`config.mk`:
```
export PLATFORM = sky130hd
export DESIGN_NAME = pipe_ctrl_top
export DESIGN_NICKNAME = d
export VERILOG_FILES = /design/src/pipe_ctrl_pkg.sv /design/src/ctrl_event_decode.sv /design/src/ctrl_permit_track.sv /design/src/ctrl_main_fsm.sv /design/src/debug_status_fsm.sv /design/src/pipe_ctrl_top.sv
export SDC_FILE = /design/constraint.sdc
export NUM_CORES = 1
export LEC_CHECK = 0
export BUFFER_PORTS_ARGS = -buffer_cell sky130_fd_sc_hd__buf_4
export CAP_MARGIN = 15
export CORE_UTILIZATION = 44
export DETAILED_ROUTE_END_ITERATION = 10
export PLACE_DENSITY_LB_ADDON = 0.05
export SLEW_MARGIN = 20
export SYNTH_ARGS = -nofsm -noshare
export SYNTH_HDL_FRONTEND = slang
export SYNTH_SLANG_ARGS = --single-unit
export TNS_END_PERCENT = 50
```
`constraint.sdc`:
```
create_clock -name clk -period 2.6 [get_ports clk]
set_input_delay 0 -clock clk [delete_from_list [all_inputs] [get_ports clk]]
set_output_delay 0 -clock clk [all_outputs]
set_load 0.05 [all_outputs]
```
`src/pipe_ctrl_pkg.sv`:
```
//////////////////////////////////////////////////
// Shared types for the four-stage pipeline controller
// Widths are fixed here; no module parameters
//////////////////////////////////////////////////

package pipe_ctrl_pkg;

  // Meaningful widths
  typedef logic [4:0] exc_cause_t;
  typedef logic [4:0] irq_id_t;
  // Bit 5 is the interrupt flag, bits 4:0 the code
  typedef logic [5:0] csr_cause_t;

  // Synchronous exception codes
  localparam exc_cause_t EXC_CAUSE_INSTR_BUS_FAULT = 5'h01;
  localparam exc_cause_t EXC_CAUSE_ILLEGAL_INSN    = 5'h02;
  localparam exc_cause_t EXC_CAUSE_BREAKPOINT      = 5'h03;
  localparam exc_cause_t EXC_CAUSE_ECALL_MMODE     = 5'h0B;

  // Main controller states
  typedef enum logic [2:0] {
    RESET,
    BOOT_SET,
    FUNCTIONAL,
    SLEEP,
    DEBUG_TAKEN
  } ctrl_state_e;

  // Debug status, one-hot
  typedef enum logic [2:0] {
    HAVERESET = 3'b001,
    RUNNING   = 3'b010,
    HALTED    = 3'b100
  } debug_state_e;

  // Fetch PC source
  typedef enum logic [2:0] {
    PC_BOOT,
    PC_JUMP,
    PC_BRANCH,
    PC_EXCEPTION,
    PC_DRET
  } pc_mux_e;

  // Exception vector select
  typedef enum logic [1:0] {
    EXC_PC_EXCEPTION,
    EXC_PC_IRQ,
    EXC_PC_DBD,
    EXC_PC_DBE
  } exc_pc_e;

  //////////////////////////////////////////////////
  // Pipeline register status
  //////////////////////////////////////////////////
  typedef struct packed {
    logic instr_valid;
  } if_id_status_t;

  typedef struct packed {
    logic instr_valid;
    logic branch_in_ex;
  } id_ex_status_t;

  typedef struct packed {
    logic instr_valid;
    logic lsu_en;
    logic bus_err;
    logic illegal_insn;
    logic ecall_insn;
    logic ebrk_insn;
    logic wfi_insn;
    logic dret_insn;
  } ex_wb_status_t;

  // Qualified control-flow events, one per stage
  typedef struct packed {
    logic       jump_id;
    logic       branch_ex;
    logic       exception_wb;
    exc_cause_t exc_cause;
    logic       wfi_wb;
    logic       ebreak_wb;
    logic       dret_wb;
  } ctrl_events_t;

  // Request permissions
  typedef struct packed {
    logic pending_debug;
    logic debug_allowed;
    logic interrupt_allowed;
  } ctrl_permit_t;

  //////////////////////////////////////////////////
  // Controller outputs
  //////////////////////////////////////////////////
  typedef struct packed {
    logic       instr_req;
    logic       ctrl_busy;
    logic       pc_set;
    pc_mux_e    pc_mux;
    exc_pc_e    exc_pc_mux;
    logic       halt_if;
    logic       halt_id;
    logic       halt_ex;
    logic       halt_wb;
    logic       kill_if;
    logic       kill_id;
    logic       kill_ex;
    logic       kill_wb;
    logic       csr_save_if;
    logic       csr_save_id;
    logic       csr_save_ex;
    logic       csr_save_wb;
    logic       csr_save_cause;
    csr_cause_t csr_cause;
    logic       csr_restore_dret;
    logic       debug_csr_save;
    logic       irq_ack;
    irq_id_t    irq_id;
    logic       debug_mode;
    logic       debug_havereset;
    logic       debug_running;
    logic       debug_halted;
  } ctrl_fsm_t;

endpackage

```
`src/ctrl_event_decode.sv`:
```
//////////////////////////////////////////////////
// Zero-latency event decode; every flag is qualified by its stage valid
//////////////////////////////////////////////////
`timescale 1ns/1ps

module ctrl_event_decode import pipe_ctrl_pkg::*; (
  input  if_id_status_t if_id_i,
  input  id_ex_status_t id_ex_i,
  input  ex_wb_status_t ex_wb_i,
  input  logic          jump_id_i,
  input  logic          jr_stall_i,
  input  logic          branch_decision_i,
  output ctrl_events_t  events_o
);

  logic wb_valid;

  assign wb_valid = ex_wb_i.instr_valid;

  always_comb begin
    // ID stage
    // Jump only once the jr operand hazard has cleared
    events_o.jump_id   = jump_id_i && if_id_i.instr_valid && !jr_stall_i;

    // EX stage
    events_o.branch_ex = id_ex_i.branch_in_ex && id_ex_i.instr_valid &&
                         branch_decision_i;

    // WB stage
    events_o.exception_wb = wb_valid && (ex_wb_i.bus_err || ex_wb_i.illegal_insn ||
                                         ex_wb_i.ecall_insn || ex_wb_i.ebrk_insn);
    events_o.wfi_wb    = wb_valid && ex_wb_i.wfi_insn;
    events_o.ebreak_wb = wb_valid && ex_wb_i.ebrk_insn;
    events_o.dret_wb   = wb_valid && ex_wb_i.dret_insn;

    // Cause priority
    // Bus error wins, ebreak is the fall-through
    if (ex_wb_i.bus_err) begin
      events_o.exc_cause = EXC_CAUSE_INSTR_BUS_FAULT;
    end else if (ex_wb_i.illegal_insn) begin
      events_o.exc_cause = EXC_CAUSE_ILLEGAL_INSN;
    end else if (ex_wb_i.ecall_insn) begin
      events_o.exc_cause = EXC_CAUSE_ECALL_MMODE;
    end else begin
      events_o.exc_cause = EXC_CAUSE_BREAKPOINT;
    end
  end

endmodule

```
`src/ctrl_permit_track.sv`:
```
//////////////////////////////////////////////////
// Both flags act one cycle after their event
// debug_req_i may be a single-cycle pulse
//////////////////////////////////////////////////
`timescale 1ns/1ps

module ctrl_permit_track import pipe_ctrl_pkg::*; (
  input  logic          clk,
  input  logic          rst_n,
  input  logic          data_req_i,
  input  logic          ex_valid_i,
  input  logic          wb_ready_i,
  input  logic          debug_req_i,
  input  logic          debug_mode_i,
  input  ex_wb_status_t ex_wb_i,
  input  ctrl_events_t  events_i,
  output ctrl_permit_t  permit_o
);

  // Data request issued, instruction not yet in WB
  logic data_req_q;
  // Sticky debug request
  logic debug_req_q;
  logic lsu_in_wb;
  logic lsu_quiet;

  assign lsu_in_wb = ex_wb_i.lsu_en && ex_wb_i.instr_valid;
  assign lsu_quiet = !lsu_in_wb && !data_req_q;

  always_ff @(posedge clk, negedge rst_n) begin
    if (!rst_n) begin
      data_req_q <= 1'b0;
    end else if (data_req_i && !(ex_valid_i && wb_ready_i)) begin
      data_req_q <= 1'b1;
    end else if (ex_valid_i && wb_ready_i) begin
      data_req_q <= 1'b0;
    end
  end

  // Held until the core is in debug mode
  always_ff @(posedge clk, negedge rst_n) begin
    if (!rst_n) begin
      debug_req_q <= 1'b0;
    end else if (debug_req_i) begin
      debug_req_q <= 1'b1;
    end else if (debug_mode_i) begin
      debug_req_q <= 1'b0;
    end
  end

  always_comb begin
    permit_o.pending_debug     = (debug_req_i || debug_req_q) && !debug_mode_i;
    // Debug kills WB, so a bus access there must finish first
    permit_o.debug_allowed     = lsu_quiet;
    // A faulting WB instruction made no bus access
    permit_o.interrupt_allowed = (lsu_quiet || events_i.exception_wb) && !debug_mode_i;
  end

  // Flag stays low across a handover from EX to WB
  a_no_req_on_handover : assert property (@(posedge clk) disable iff (!rst_n)
    (ex_valid_i && wb_ready_i) |=> !data_req_q);

endmodule

```
`src/ctrl_main_fsm.sv`:
```
//////////////////////////////////////////////////
// Outputs are combinational from inputs and state
// Status bits of ctrl_o are left at 0 here
//////////////////////////////////////////////////
`timescale 1ns/1ps

module ctrl_main_fsm import pipe_ctrl_pkg::*; (
  input  logic          clk,
  input  logic          rst_n,
  input  logic          fetch_enable_i,
  input  ctrl_events_t  events_i,
  input  ctrl_permit_t  permit_i,
  input  if_id_status_t if_id_i,
  input  id_ex_status_t id_ex_i,
  input  ex_wb_status_t ex_wb_i,
  input  logic          irq_req_i,
  input  logic          irq_wake_i,
  input  irq_id_t       irq_id_i,
  output ctrl_fsm_t     ctrl_o,
  output logic          debug_mode_o,
  output logic          debug_mode_next_o,
  output logic          boot_next_o
);

  ctrl_state_e state_q, state_d;
  logic        debug_mode_q, debug_mode_d;
  logic        irq_pending;
  logic        wake;
  // One-hot PC save select, oldest valid stage
  logic        save_wb, save_ex, save_id, save_if;

  // No interrupts while in debug mode
  assign irq_pending = irq_req_i && !debug_mode_q;
  assign wake        = irq_wake_i || permit_i.pending_debug;

  assign save_wb = ex_wb_i.instr_valid;
  assign save_ex = !ex_wb_i.instr_valid && id_ex_i.instr_valid;
  assign save_id = !ex_wb_i.instr_valid && !id_ex_i.instr_valid && if_id_i.instr_valid;
  // IF PC always points at the next instruction to issue
  assign save_if = !(ex_wb_i.instr_valid || id_ex_i.instr_valid || if_id_i.instr_valid);

  //////////////////////////////////////////////////
  // Next state and control decode
  //////////////////////////////////////////////////
  always_comb begin
    // Defaults
    ctrl_o            = '0;
    ctrl_o.instr_req  = 1'b1;
    ctrl_o.ctrl_busy  = 1'b1;
    ctrl_o.pc_mux     = PC_BOOT;
    ctrl_o.exc_pc_mux = EXC_PC_IRQ;
    ctrl_o.debug_mode = debug_mode_q;
    state_d           = state_q;
    debug_mode_d      = debug_mode_q;

    unique case (state_q)
      RESET: begin
        ctrl_o.instr_req = 1'b0;
        if (fetch_enable_i) begin
          state_d = BOOT_SET;
        end
      end
      // Single-cycle boot redirect
      BOOT_SET: begin
        ctrl_o.pc_set = 1'b1;
        ctrl_o.pc_mux = PC_BOOT;
        state_d       = FUNCTIONAL;
      end
      FUNCTIONAL: begin
        if (permit_i.pending_debug) begin
          if (permit_i.debug_allowed) begin
            // Freeze the pipe, redirect next cycle
            ctrl_o.halt_if = 1'b1;
            ctrl_o.halt_id = 1'b1;
            ctrl_o.halt_ex = 1'b1;
            ctrl_o.halt_wb = 1'b1;
            state_d        = DEBUG_TAKEN;
          end else begin
            // Stop issue, retry each cycle
            ctrl_o.halt_id = 1'b1;
          end
        end else if (irq_pending) begin
          if (permit_i.interrupt_allowed) begin
            ctrl_o.kill_if        = 1'b1;
            ctrl_o.kill_id        = 1'b1;
            ctrl_o.kill_ex        = 1'b1;
            ctrl_o.kill_wb        = 1'b1;
            ctrl_o.pc_set         = 1'b1;
            ctrl_o.pc_mux         = PC_EXCEPTION;
            ctrl_o.exc_pc_mux     = EXC_PC_IRQ;
            ctrl_o.irq_ack        = 1'b1;
            ctrl_o.irq_id         = irq_id_i;
            ctrl_o.csr_save_cause = 1'b1;
            ctrl_o.csr_cause      = {1'b1, irq_id_i};
            ctrl_o.csr_save_wb    = save_wb;
            ctrl_o.csr_save_ex    = save_ex;
            ctrl_o.csr_save_id    = save_id;
            ctrl_o.csr_save_if    = save_if;
          end else begin
            ctrl_o.halt_id = 1'b1;
          end
        end else if (events_i.exception_wb) begin
          ctrl_o.kill_if        = 1'b1;
          ctrl_o.kill_id        = 1'b1;
          ctrl_o.kill_ex        = 1'b1;
          ctrl_o.kill_wb        = 1'b1;
          ctrl_o.pc_set         = 1'b1;
          ctrl_o.pc_mux         = PC_EXCEPTION;
          ctrl_o.exc_pc_mux     = debug_mode_q ? EXC_PC_DBE : EXC_PC_EXCEPTION;
          ctrl_o.csr_save_wb    = 1'b1;
          // mcause untouched inside debug mode
          ctrl_o.csr_save_cause = !debug_mode_q;
          ctrl_o.csr_cause      = {1'b0, events_i.exc_cause};
        end else if (events_i.wfi_wb) begin
          // EX and WB keep draining into sleep
          if (!debug_mode_q) begin
            ctrl_o.halt_if   = 1'b1;
            ctrl_o.halt_id   = 1'b1;
            ctrl_o.instr_req = 1'b0;
            state_d          = SLEEP;
          end
        end else if (events_i.dret_wb) begin
          ctrl_o.kill_if          = 1'b1;
          ctrl_o.kill_id          = 1'b1;
          ctrl_o.kill_ex          = 1'b1;
          ctrl_o.pc_set           = 1'b1;
          ctrl_o.pc_mux           = PC_DRET;
          ctrl_o.csr_restore_dret = 1'b1;
          debug_mode_d            = 1'b0;
        end else if (events_i.branch_ex) begin
          ctrl_o.kill_if = 1'b1;
          ctrl_o.kill_id = 1'b1;
          ctrl_o.pc_set  = 1'b1;
          ctrl_o.pc_mux  = PC_BRANCH;
        end else if (events_i.jump_id) begin
          ctrl_o.kill_if = 1'b1;
          ctrl_o.pc_set  = 1'b1;
          ctrl_o.pc_mux  = PC_JUMP;
        end
      end
      SLEEP: begin
        ctrl_o.ctrl_busy = 1'b0;
        ctrl_o.instr_req = 1'b0;
        // Halting WB holds the whole pipe
        ctrl_o.halt_wb   = 1'b1;
        if (wake) begin
          state_d = FUNCTIONAL;
        end
      end
      DEBUG_TAKEN: begin
        ctrl_o.kill_if        = 1'b1;
        ctrl_o.kill_id        = 1'b1;
        ctrl_o.kill_ex        = 1'b1;
        ctrl_o.kill_wb        = 1'b1;
        ctrl_o.pc_set         = 1'b1;
        ctrl_o.pc_mux         = PC_EXCEPTION;
        ctrl_o.exc_pc_mux     = EXC_PC_DBD;
        ctrl_o.debug_csr_save = 1'b1;
        // dpc from the oldest valid stage
        ctrl_o.csr_save_wb    = save_wb;
        ctrl_o.csr_save_ex    = save_ex;
        ctrl_o.csr_save_id    = save_id;
        ctrl_o.csr_save_if    = save_if;
        debug_mode_d          = 1'b1;
        state_d               = FUNCTIONAL;
      end
      default: begin
        ctrl_o.instr_req = 1'b0;
        state_d          = RESET;
      end
    endcase
  end

  always_ff @(posedge clk, negedge rst_n) begin
    if (!rst_n) begin
      state_q      <= RESET;
      debug_mode_q <= 1'b0;
    end else begin
      state_q      <= state_d;
      debug_mode_q <= debug_mode_d;
    end
  end

  assign debug_mode_o      = debug_mode_q;
  assign debug_mode_next_o = debug_mode_d;
  assign boot_next_o       = (state_d == BOOT_SET);

  //////////////////////////////////////////////////
  // Assertions
  //////////////////////////////////////////////////
  a_no_redirect_idle : assert property (@(posedge clk) disable iff (!rst_n)
    ctrl_o.pc_set |-> !(state_q inside {RESET, SLEEP}));

  // Source drops its request once it sees the acknowledge
  a_irq_ack_pulse : assert property (@(posedge clk) disable iff (!rst_n)
    ctrl_o.irq_ack |=> !ctrl_o.irq_ack);

endmodule

```
`src/debug_status_fsm.sv`:
```
//////////////////////////////////////////////////
// Debug status, updated on the same edge as debug_mode
//////////////////////////////////////////////////
`timescale 1ns/1ps

module debug_status_fsm import pipe_ctrl_pkg::*; (
  input  logic clk,
  input  logic rst_n,
  input  logic debug_mode_next_i,
  input  logic boot_next_i,
  output logic havereset_o,
  output logic running_o,
  output logic halted_o
);

  debug_state_e state_q, state_d;

  always_comb begin
    state_d = state_q;
    unique case (state_q)
      // Debug entry wins over boot
      HAVERESET: begin
        if (debug_mode_next_i) begin
          state_d = HALTED;
        end else if (boot_next_i) begin
          state_d = RUNNING;
        end
      end
      RUNNING: begin
        if (debug_mode_next_i) begin
          state_d = HALTED;
        end
      end
      HALTED: begin
        if (!debug_mode_next_i) begin
          state_d = RUNNING;
        end
      end
      default: state_d = HAVERESET;
    endcase
  end

  always_ff @(posedge clk, negedge rst_n) begin
    if (!rst_n) begin
      state_q <= HAVERESET;
    end else begin
      state_q <= state_d;
    end
  end

  assign havereset_o = (state_q == HAVERESET);
  assign running_o   = (state_q == RUNNING);
  assign halted_o    = (state_q == HALTED);

  a_status_onehot : assert property (@(posedge clk) disable iff (!rst_n)
    $onehot({havereset_o, running_o, halted_o}));

endmodule

```
`src/pipe_ctrl_top.sv`:
```
//////////////////////////////////////////////////
// Pipeline controller top; single clock domain
// irq_req_i must be held until irq_ack_o is seen
//////////////////////////////////////////////////
`timescale 1ns/1ps

module pipe_ctrl_top import pipe_ctrl_pkg::*; (
  input  logic          clk,
  input  logic          rst_n,
  input  logic          fetch_enable_i,
  // Interrupt source
  input  logic          irq_req_i,
  input  irq_id_t       irq_id_i,
  input  logic          irq_wake_i,
  input  logic          debug_req_i,
  // EX and LSU
  input  logic          data_req_i,
  input  logic          ex_valid_i,
  input  logic          wb_ready_i,
  // Decoder and ALU
  input  logic          jump_id_i,
  input  logic          jr_stall_i,
  input  logic          branch_decision_i,
  // Pipeline registers
  input  if_id_status_t if_id_i,
  input  id_ex_status_t id_ex_i,
  input  ex_wb_status_t ex_wb_i,
  output ctrl_fsm_t     ctrl_o,
  output logic          irq_ack_o
);

  ctrl_events_t events;
  ctrl_permit_t permit;
  ctrl_fsm_t    fsm_ctrl;
  logic         debug_mode;
  logic         debug_mode_next;
  logic         boot_next;
  logic         havereset;
  logic         running;
  logic         halted;

  ctrl_event_decode u_event_decode (
    .if_id_i           (if_id_i),
    .id_ex_i           (id_ex_i),
    .ex_wb_i           (ex_wb_i),
    .jump_id_i         (jump_id_i),
    .jr_stall_i        (jr_stall_i),
    .branch_decision_i (branch_decision_i),
    .events_o          (events)
  );

  ctrl_permit_track u_permit_track (
    .clk          (clk),
    .rst_n        (rst_n),
    .data_req_i   (data_req_i),
    .ex_valid_i   (ex_valid_i),
    .wb_ready_i   (wb_ready_i),
    .debug_req_i  (debug_req_i),
    .debug_mode_i (debug_mode),
    .ex_wb_i      (ex_wb_i),
    .events_i     (events),
    .permit_o     (permit)
  );

  ctrl_main_fsm u_main_fsm (
    .clk               (clk),
    .rst_n             (rst_n),
    .fetch_enable_i    (fetch_enable_i),
    .events_i          (events),
    .permit_i          (permit),
    .if_id_i           (if_id_i),
    .id_ex_i           (id_ex_i),
    .ex_wb_i           (ex_wb_i),
    .irq_req_i         (irq_req_i),
    .irq_wake_i        (irq_wake_i),
    .irq_id_i          (irq_id_i),
    .ctrl_o            (fsm_ctrl),
    .debug_mode_o      (debug_mode),
    .debug_mode_next_o (debug_mode_next),
    .boot_next_o       (boot_next)
  );

  debug_status_fsm u_debug_status (
    .clk               (clk),
    .rst_n             (rst_n),
    .debug_mode_next_i (debug_mode_next),
    .boot_next_i       (boot_next),
    .havereset_o       (havereset),
    .running_o         (running),
    .halted_o          (halted)
  );

  // Merge debug status into the control struct
  always_comb begin
    ctrl_o                 = fsm_ctrl;
    ctrl_o.debug_havereset = havereset;
    ctrl_o.debug_running   = running;
    ctrl_o.debug_halted    = halted;
  end

  assign irq_ack_o = fsm_ctrl.irq_ack;

endmodule

```
==> results of run 1 <==
-- area by class of cell --
| cell class | count | area (sq um) |
|---|---|---|
| multi-input cells | 97 | 651.9 |
| well taps | 27 | 33.78 |
| fillers | 162 | 498.0 |
| repair buffers | 71 | 543.0 |
| clock buffers | 4 | 26.28 |
| flip-flops and latches | 9 | 226.5 |
| inverters | 6 | 22.52 |
-- worst paths after layout --
kind,startpoint,to,slack (ns),depth (start not counted)
worst max-delay path,u_main_fsm.state_q[2],ctrl_o[15],0.20,5
worst max register to register,u_main_fsm.state_q[2],u_debug_status.state_q[0],0.79,3
worst min-delay path,irq_wake_i,u_main_fsm.state_q[0],0.03,3
min in group asynchronous,rst_n,u_permit_track.debug_req_q,0.11,2
worst min register to register,u_permit_track.debug_req_q,u_permit_track.debug_req_q,0.52,1
max in group asynchronous,rst_n,u_debug_status.state_q[0],2.27,2
-- stage by stage --
stage	worst slack [ns]	std cells	hold slack (ns)	TNS (ns)	total power [mW]
after floorplan	-0.2729	125	-0.2956	-1.081	1.128
after global placement	0.5951	206	-0.1731	0	1.405
after detailed placement	0.4714	206	-0.1696	0	1.423
after CTS	0.1858	214	0.02859	0	1.541
after global routing	0.01667	214	0.03551	0	1.622
final	0.1963	214	0.03368	0	1.539
-- worst reg2reg max path, stage by stage, from the launching register on --
cell and delay, ns:
dfrtp_1 0.46, or3b_1 0.56, or4_1 0.54, a31oi_1 0.17
-- power breakdown --
group	internal [mW]	total (mW)	switching [mW]
sequential	0.185	0.235	0.0506
combinational	0.358	1.20	0.837
clock	0.0592	0.108	0.0491
-- registers in the layout (all words and copies together), names as in the netlist --
name and flops:
u_debug_status.state_q 3, u_main_fsm.state_q 3, u_main_fsm.debug_mode_o 1, u_permit_track.data_req_q 1, u_permit_track.debug_req_q 1
-- logic make-up after synthesis --
logic type	Yosys count
xor+xnor	1
flops	9
buf+inv	19
simple gates	58
compound gates	38
-- metal layers --
metal  wire (um)  GRT usage [%]
met4          28          4.412
met1        1168          29.26
met5           0              0
met2        1444          45.37
met3         206          6.604
-- cell usage in the layout (no fill, tap or decap), types with 2 or more instances in the layout --
cell and instances:
nor4_1 2, nor2_1 12, dlygate4sd3_1 4, and2_2 2
and2_1 4, buf_4 67, dfrtp_1 8, nand4_1 2
nor2b_1 3, o21ai_0 8, nand3_1 5, a21oi_1 8
inv_1 6, clkbuf_4 3, o41ai_2 2, or3_1 2
o21a_1 3, nand2b_1 4, or2_2 2, nand2_1 11
o211ai_1 2, o21bai_2 2, a21o_1 3
==> summary.txt, run 1 <==
Floorplanning
  • Die width: 48.73 um
  • Die H: 48.73 um
  • Die area: 2375 sq um
  • Core area: 2002 sq um
  • Initial core utilization: 48.00%
  • Cell Rows: 16
  • Ports: 68

Yosys
  • Synth Flop Type: dfrtp_1
  • Synth Register Bits: 9
  • YS warnings: 0
  • Biggest area consumer among synthesized cells: dfrtp_1
  • Async set-or-reset flop fraction in the synthesized netlist: 100.0%
  • Syn nets: 153
  • XOR/XNOR Fraction of Synth Area: 0.9115%
  • Simple-Gate Fraction of Synth Area: 34.64%
  • Number of flops mapped to enable cells by yosys: 0
  • Syn Area/Cell: 7.687 sq um
  • Mux share of post-synthesis cell area: 0%
  • Synth area leaders: dfrtp_1, buf_4, nor2_1, nand2_1, a21oi_1
  • Post-synthesis sequential area ratio: 23.57%
  • Synth Area in Compound Gates: 29.30%
  • Top cells by count, synth: nor2_1, nand2_1
  • Area share of the largest cell type after synthesis: 20.83%
  • Largest family of logic cells by synthesized area: simple AND/OR/NAND/NOR gates
  • Post-synthesis adder-cell area fraction: 0%
  • Distinct cells, synth: 42
  • Gate Count Post-Synth: 125
  • Count leader, synth: nor2_1
  • Synth Cell Area: 960.9 sq um

Power
  • Maximum vdd drop: 944.2 uV
  • Power Dens Cells: 1023 nW/um^2
  • LEAKAGE: 0.7441 nW

Timing
  • Fin crit period: 2.404 ns
  • Fin crit share: 92.45%
  • Final setup viols: 0
  • Worst Skew: 0.003939 ns
  • Final count of pins violating max slew: 0
  • Worst rel slew slack: 61.73%
  • FMAX: 0.4160 GHz
  • Hold Fails Final Rpt: 0
  • RSZ-0062 raised after global routing: false
  • Slew @ Worst Pin: 0.5679 ns

Setup path
  • CP top delay family: simple AND/OR/NAND/NOR gates
  • CP max stage delay: 0.56 ns
  • Worst EP required: 2.60 ns
  • Worst-path maximum fanout: 9
  • Arrival time worst endpoint: 2.40 ns
  • Startpoint types: flop
  • CP bufs+invs: 1
  • Slowest CP cell: or3b_1
  • Endpoint class of the critical path: primary output
  • Setup CP Type: flop to primary output
  • Cell Chain, Critical Path: or3b_1 -> nor2_1 -> nand2_1 -> o41ai_2 -> buf_4

Worst hold path
  • Hold crit path type: primary input to flop

Clocking
  • H-tree depth: 1
  • Clock slew at reported path FFs: 0.06 ns
  • Root Buffer: clkbuf_4
  • Sink Count: 9
  • Clk_lat worst skew: 0.26 ns
  • Post-CTS setup buffers: 0
  • CTS tree: done
  • CTS buffer count: 3
  • Post-cts resize count: 0
  • Clock buffer depth: 2
  • CTS hold repair buffers: 4

Drt
  • Routed wire length: 2848 um
  • Final ANT Viol Nets: 0
  • Routed vias: 1158
  • Routed len/inst: 13.31 um
  • Remaining DRCs: 0
  • Drt pass-1 iters: 4
  • Drt first-iter violations: 40
  • Avg Vias per Cell: 5.411

Flow run
  • Max-Cap Viols: 0

Cells and area
  • Ant diodes: 0
  • Area Overhead vs Synth: 56.51%
  • Share of layout cells above drive strength 1: 47.06%
  • Post-route cell area: 1504 sq um
  • Fin util: 75.13%
  • Nets: 216

Place
  • DP Area: 1438 sq um
  • DP HPWL: 2257 um
  • Port Buf Inserts: 67
  • GPL Wtd Cong: 0.8601

Global route
  • Remaining Overflow, GRT: 0
  • First-pass GRT wire length: 4705 um
  • Initial antenna violation count: 0
  • Largest net degree at the start of global routing: 13
  • GRT Total Usage: 24.93%
  • Vias in the first global route: 1092

Run status
  • Status: finished clean
Note: power is estimated with default switching activity, not from simulation.
==> run 2: changes to the inputs <==
- CAP_MARGIN: 15 -> default
- CORE_MARGIN: default -> 2
==> summary.txt, run 2 (synthesized netlist as in run 1, its figures left out) <==
Global route
  • Remaining Overflow, GRT: 0 (unchanged)
  • Largest net degree at the start of global routing: 13 (unchanged)
  • Initial antenna violation count: 0 (unchanged)
  • GRT Total Usage: 22.26% (was 24.93%)
  • Vias in the first global route: 1057 (was 1092)
  • First-pass GRT wire length: 4436 um (was 4705 um)

Floorplanning
  • Cell Rows: 16 (unchanged)
  • Initial core utilization: 48.00% (unchanged)
  • Ports: 68 (unchanged)
  • Core area: 2002 sq um (unchanged)
  • Die area: 2574 sq um (was 2375 sq um)
  • Die H: 50.73 um (was 48.73 um)
  • Die width: 50.73 um (was 48.73 um)

Cells and area
  • Nets: 216 (unchanged)
  • Share of layout cells above drive strength 1: 47.06% (unchanged)
  • Non-filler cells, final: 214 (unchanged)
  • Top Registers: u_debug_status.state_q (3), u_main_fsm.state_q (3) (unchanged)
  • Ant diodes: 0 (unchanged)
  • Commonest cells after routing, fill and taps aside: buf_4, nor2_1, nand2_1 (unchanged)
  • Area Overhead vs Synth: 56.51% (unchanged)
  • Most common cell after layout, fill and taps aside: buf_4 (unchanged)
  • Final-layout fill cell count: 165 (was 162)

Worst hold path
  • Hold crit path type: primary input to flop (unchanged)

Timing
  • Worst rel slew slack: 61.41% (was 61.73%)
  • Slew @ Worst Pin: 0.5727 ns (was 0.5679 ns)
  • Worst Skew: 0.003240 ns (was 0.003939 ns)
  • Hold Fails Final Rpt: 0 (unchanged)
  • Fin crit share: 92.97% (was 92.45%)
  • FMAX: 0.4137 GHz (was 0.4160 GHz)
  • RSZ-0062 raised after global routing: false (unchanged)
  • Final setup viols: 0 (unchanged)
  • Fin crit period: 2.417 ns (was 2.404 ns)
  • Setup TNS: 0 ns (unchanged)
  • Min Hold Slack: 0.02075 ns (was 0.03368 ns)
  • Final count of pins violating max slew: 0 (unchanged)

Clocking
  • Post-cts resize count: 0 (unchanged)
  • Clock slew at reported path FFs: 0.06 ns (about the same)
  • H-tree depth: 1 (unchanged)
  • CTS buffer count: 3 (unchanged)
  • Clock buffer depth: 2 (unchanged)
  • CTS tree: done (unchanged)
  • Clk_lat worst skew: 0.27 ns (was 0.26 ns)
  • Sink Count: 9 (unchanged)
  • Root Buffer: clkbuf_4 (unchanged)

Power
  • Maximum vdd drop: 1097 uV (was 944.2 uV)
  • Internal: 0.6017 mW (was 0.6016 mW)
  • Sequential power share: 15.1% (was 15.3%)
  • LEAKAGE: 0.7441 nW (unchanged)
  • Sw frac: 60.85% (was 60.90%)
  • Gate power share: 77.7% (about the same)
  • Power Dens Cells: 1022 nW/um^2 (was 1023 nW/um^2)
  • Net switching power: 0.9351 mW (was 0.9370 mW)
  • Clock Power Share: 7.2% (was 7.0%)

Drt
  • Drt pass-1 iters: 4 (unchanged)
  • Routed len/inst: 13.01 um (was 13.31 um)
  • Routed wire length: 2785 um (was 2848 um)
  • Final ANT Viol Nets: 0 (unchanged)
  • Avg Vias per Cell: 5.224 (was 5.411)
  • Remaining DRCs: 0 (unchanged)
  • Drt first-iter violations: 19 (was 40)
  • Routed vias: 1118 (was 1158)

Setup path
  • Slowest CP cell: or3b_1 (unchanged)
  • Endpoint class of the critical path: primary output (unchanged)
  • Cell Chain, Critical Path: or3b_1 -> nor2_1 -> nand2_1 -> o41ai_2 -> buf_4 (unchanged)
  • CP top delay family: simple AND/OR/NAND/NOR gates (unchanged)
  • CP bufs+invs: 1 (unchanged)
  • Arrival time worst endpoint: 2.42 ns (was 2.40 ns)
  • Worst-path maximum fanout: 9 (unchanged)
  • CP max stage delay: 0.56 ns (about the same)
  • Setup CP Type: flop to primary output (unchanged)
  • Startpoint types: flop (unchanged)
  • Worst EP required: 2.60 ns (about the same)

Place
  • GPL Wtd Cong: 0.8678 (was 0.8601)
  • DP HPWL: 2282 um (was 2257 um)
  • Port Buf Inserts: 67 (unchanged)
  • Dpl cells: 206 (unchanged)

Flow run
  • Max-Cap Viols: 0 (unchanged)

Run status
  • Status: finished clean (unchanged)
[run 2: cell counts in the layout (fill, tap and decap cells not counted)]
Identical to the previous run, type by type.
[run 2: per-stage QoR]
| stage | power [mW] | instance area (sq um) | setup slack, ns | util (%) |
|---|---|---|---|---|
| after floorplan | 1.128 | 989.7 | -0.2729 | - |
| final | 1.537 | 1504 | 0.1828 | 75.13 |
| after detailed placement | 1.423 | 1438 | 0.5065 | 71.81 |
| after global routing | 1.622 | 1504 | 0.01938 | 75.13 |
| after CTS | 1.542 | 1504 | 0.2041 | 75.13 |
| after global placement | 1.407 | 1438 | 0.5917 | 71.81 |
[run 2: power groups by stage]
stage	clock network, mW	registers (mW)	logic [mW]
2_1_floorplan	0	0.210	0.919
3_3_place_gp	0	0.232	1.17
3_5_place_dp	0	0.235	1.19
4_1_cts	0.113	0.232	1.20
5_1_grt	0.121	0.240	1.26
6_report	0.110	0.232	1.19
[run 2: metal layers]
layer	GRT usage, %	vias up	wire length (um)
met5	0	-	0
met4	2.703	0	15
met3	7.440	2	254
met2	39.69	51	1371
met1	26.46	495	1144
li1	-	570	-
[run 2: area by class of cell]
cell class	instances	area [sq um]	share of cell area, %
Clock buffer	4	26.28	1.747
Multi-Input combinational cell	97	651.9	43.34
Timing Repair Buffer	71	543.0	36.11
Inverter	6	22.52	1.498
Sequential cell	9	226.5	15.06
Tap cell	27	33.78	2.246
[run 2: path summary, 6_finish.rpt]
| kind | startpoint | endpoint | slack, ns | cells after the start |
|---|---|---|---|---|
| hold / removal | irq_wake_i | u_main_fsm.state_q[0] | 0.02 | 3 |
| max in group asynchronous | rst_n | u_debug_status.state_q[0] | 2.28 | 2 |
| min in group asynchronous | rst_n | u_main_fsm.state_q[2] | 0.10 | 2 |
| setup reg to reg | u_main_fsm.state_q[2] | u_debug_status.state_q[0] | 0.78 | 3 |
| hold reg to reg | u_permit_track.debug_req_q | u_permit_track.debug_req_q | 0.51 | 1 |
| setup / recovery | u_main_fsm.state_q[2] | ctrl_o[15] | 0.18 | 5 |
[run 2: what timing repair did]
item	4_1_cts	5_1_grt
buffers inserted	0	0
hold endpoints to repair	11	0
hold buffers	4	0
[run 2: worst min-delay path: stages]
cell and delay (ns):
buf_4 0.08, or3_1 0.09, o211ai_1 0.07
==> run 3: changes to the inputs <==
- ABC_AREA: default -> 1
==> summary.txt, run 3 <==
Run status
  • Status: finished clean (unchanged)

Global route
  • Vias in the first global route: 1038 (was 1057)
  • GR Util met3: 3.509% (was 7.440%)
  • Initial antenna violation count: 0 (unchanged)
  • Met2 GRT Util: 36.36% (was 39.69%)
  • Global Route met1 Usage: 25.05% (was 26.46%)
  • Remaining Overflow, GRT: 0 (unchanged)
  • GRT Max-Usage Layer: met2 (unchanged)
  • First-pass GRT wire length: 4271 um (was 4436 um)
  • Largest net degree at the start of global routing: 15 (was 13)
  • GRT Total Usage: 20.94% (was 22.26%)

Cells and area
  • Reg area: 226.5 sq um (unchanged)
  • Share of layout cells above drive strength 1: 37.27% (was 47.06%)
  • Commonest cells after routing, fill and taps aside: buf_4, nand2_1, inv_1 (was buf_4, nor2_1, nand2_1)
  • Most common cell after layout, fill and taps aside: buf_4 (unchanged)
  • Area of the multi-input gates: 551.8 sq um (was 651.9 sq um)
  • Area Overhead vs Synth: 52.05% (was 56.51%)
  • Top Registers: u_debug_status.state_q (3), u_main_fsm.state_q (3) (unchanged)
  • Nets: 249 (was 216)
  • Fin util: 69.25% (was 75.13%)
  • Ant diodes: 0 (unchanged)
  • Non-filler cells, final: 248 (was 214)
  • Final-layout fill cell count: 197 (was 165)

Clocking
  • H-tree depth: 1 (unchanged)
  • CTS tree: done (unchanged)
  • CTS hold repair buffers: 4 (unchanged)
  • Root Buffer: clkbuf_4 (unchanged)
  • Clock slew at reported path FFs: 0.06 ns (about the same)
  • Clock buffer depth: 2 (unchanged)
  • Post-CTS setup buffers: 0 (unchanged)
  • Post-cts resize count: 0 (unchanged)
  • Clk_lat worst skew: 0.25 ns (was 0.27 ns)
  • Sink Count: 9 (unchanged)
  • CTS buffer count: 3 (unchanged)

Setup path
  • Endpoint class of the critical path: primary output (unchanged)
  • Worst EP required: 2.60 ns (about the same)
  • Arrival time worst endpoint: 2.04 ns (was 2.42 ns)
  • Setup CP Type: flop to primary output (unchanged)
  • Startpoint types: flop (unchanged)
  • Worst-path maximum fanout: 11 (was 9)

Drt
  • Routed wire length: 2693 um (was 2785 um)
  • Final ANT Viol Nets: 0 (unchanged)
  • Avg Vias per Cell: 4.839 (was 5.224)
  • Drt first-iter violations: 20 (was 19)
  • Drt pass-1 iters: 4 (unchanged)
  • Routed vias: 1200 (was 1118)
  • Remaining DRCs: 0 (unchanged)
  • Routed len/inst: 10.86 um (was 13.01 um)

Place
  • DP HPWL: 2204 um (was 2282 um)
  • GPL Wtd Cong: 0.7728 (was 0.8678)
  • Port Buf Inserts: 67 (unchanged)
  • Dpl cells: 240 (was 206)

Yosys
  • Gate Count Post-Synth: 157 (was 125)
  • Post-synthesis sequential area ratio: 23.15% (was 23.57%)
  • Syn Area/Cell: 6.232 sq um (was 7.687 sq um)
  • Syn nets: 185 (was 153)
  • Biggest area consumer among synthesized cells: dfrtp_1 (unchanged)
  • Distinct cells, synth: 30 (was 42)
  • Number of flops mapped to enable cells by yosys: 0 (unchanged)
  • Top cells by count, synth: nand2_1, inv_1, nor2_1 (was nor2_1, nand2_1)
  • Area share of the largest cell type after synthesis: 20.46% (was 20.83%)
  • YS warnings: 0 (unchanged)
  • Synth Cell Area: 978.4 sq um (was 960.9 sq um)
  • Async set-or-reset flop fraction in the synthesized netlist: 100.0% (unchanged)
  • Synth Register Bits: 9 (unchanged)
  • Synth Flop Type: dfrtp_1 (unchanged)
  • Count leader, synth: nand2_1 (was nor2_1)
  • Synth area leaders: dfrtp_1, nand2_1, inv_1, nor2_1, buf_4 (was dfrtp_1, buf_4, nor2_1, nand2_1, a21oi_1)

Timing
  • Fin crit share: 78.42% (was 92.97%)
  • Worst Skew: 0.004565 ns (was 0.003240 ns)
  • Fin crit period: 2.039 ns (was 2.417 ns)
  • Final count of pins violating max slew: 0 (unchanged)
  • FMAX: 0.4904 GHz (was 0.4137 GHz)
  • Final setup viols: 0 (unchanged)
  • Setup TNS: 0 ns (unchanged)
  • Worst rel slew slack: 66.77% (was 61.41%)
  • Min Hold Slack: 0.06714 ns (was 0.02075 ns)
  • RSZ-0062 raised after global routing: false (unchanged)
  • Hold Fails Final Rpt: 0 (unchanged)
  • Slew @ Worst Pin: 0.4970 ns (was 0.5727 ns)

Power
  • Total power draw: 1.695 mW (was 1.537 mW)
  • Maximum vdd drop: 888.7 uV (was 1097 uV)
  • LEAKAGE: 0.8527 nW (was 0.7441 nW)
  • Power Dens Cells: 1139 nW/um^2 (was 1022 nW/um^2)

Worst hold path
  • Hold crit path type: primary input to flop (unchanged)

Floorplanning
  • Die width: 51.16 um (was 50.73 um)
  • Initial core utilization: 45.54% (was 48.00%)
  • Die H: 51.16 um (was 50.73 um)
  • Cell Rows: 17 (was 16)
  • Ports: 68 (unchanged)
  • Die area: 2617 sq um (was 2574 sq um)
  • Core area: 2148 sq um (was 2002 sq um)

Flow run
  • Max-Cap Viols: 0 (unchanged)
run 3: changes by cell type after synthesis, moves of 4 or more:
cell / change
nand3_1: +7
nor3_1: +5
inv_1: +21
nor2_1: +12
nand2_1: +18
and2_1: -6
nand2b_1: -4
run 3: through the flow:
| stage | cell area (sq um) | setup WS, ns |
|---|---|---|
| floorplan | 978.4 | 0.5621 |
| global placement | 1421 | 0.9201 |
| detailed placement | 1421 | 0.8467 |
| CTS | 1488 | 0.5518 |
| global route | 1488 | 0.3939 |
| finish | 1488 | 0.5610 |
run 3: critical path, cell delays in order (launching register included):
cell	delay, ns
dfrtp_1	0.42
nor2_1	0.12
nand2_1	0.24
inv_1	0.15
and2_4	0.18
nand3_2	0.20
nor2_1	0.19
or2_1	0.12
buf_4	0.18
run 3: final cells by class:
cell class	instances	share of cell area [%]
Multi-Input combinational cell	108	37.09
Tap cell	28	2.355
Timing Repair Buffer	71	36.50
Sequential cell	9	15.22
Inverter	28	7.065
Clock buffer	4	1.766
run 3: kinds of logic after synthesis:
logic type,Yosys count,synth area share [%]
AO/OA/AOI/OAI,27,18.54
buffers and inverters,40,20.46
flip-flops,9,23.15
AND/OR/NAND/NOR,81,37.85
run 3: metal layers:
metal / wire (um) / up-vias
li1: - / 623
met1: 1143 / 532
met2: 1334 / 41
met3: 193 / 4
met4: 21 / 0
met5: 0 / -
run 3: path summary, 6_finish.rpt:
kind | startpoint | to | slack [ns] | depth (start not counted)
setup / recovery | u_main_fsm.state_q[2] | ctrl_o[13] | 0.56 | 8
hold / removal | irq_wake_i | u_main_fsm.state_q[0] | 0.07 | 4
setup reg to reg | u_main_fsm.state_q[2] | u_debug_status.state_q[1] | 1.12 | 9
hold reg to reg | u_permit_track.debug_req_q | u_permit_track.debug_req_q | 0.55 | 1
max in group asynchronous | rst_n | u_debug_status.state_q[0] | 2.28 | 2
min in group asynchronous | rst_n | u_main_fsm.state_q[2] | 0.10 | 2
run 3: power by group:
part | leakage (nW) | switching [mW] | internal [mW]
registers | 0.109 | 0.0455 | 0.198
logic | 0.729 | 0.964 | 0.386
clock network | 0.0150 | 0.0427 | 0.0587
total | 0.853 | 1.05 | 0.643
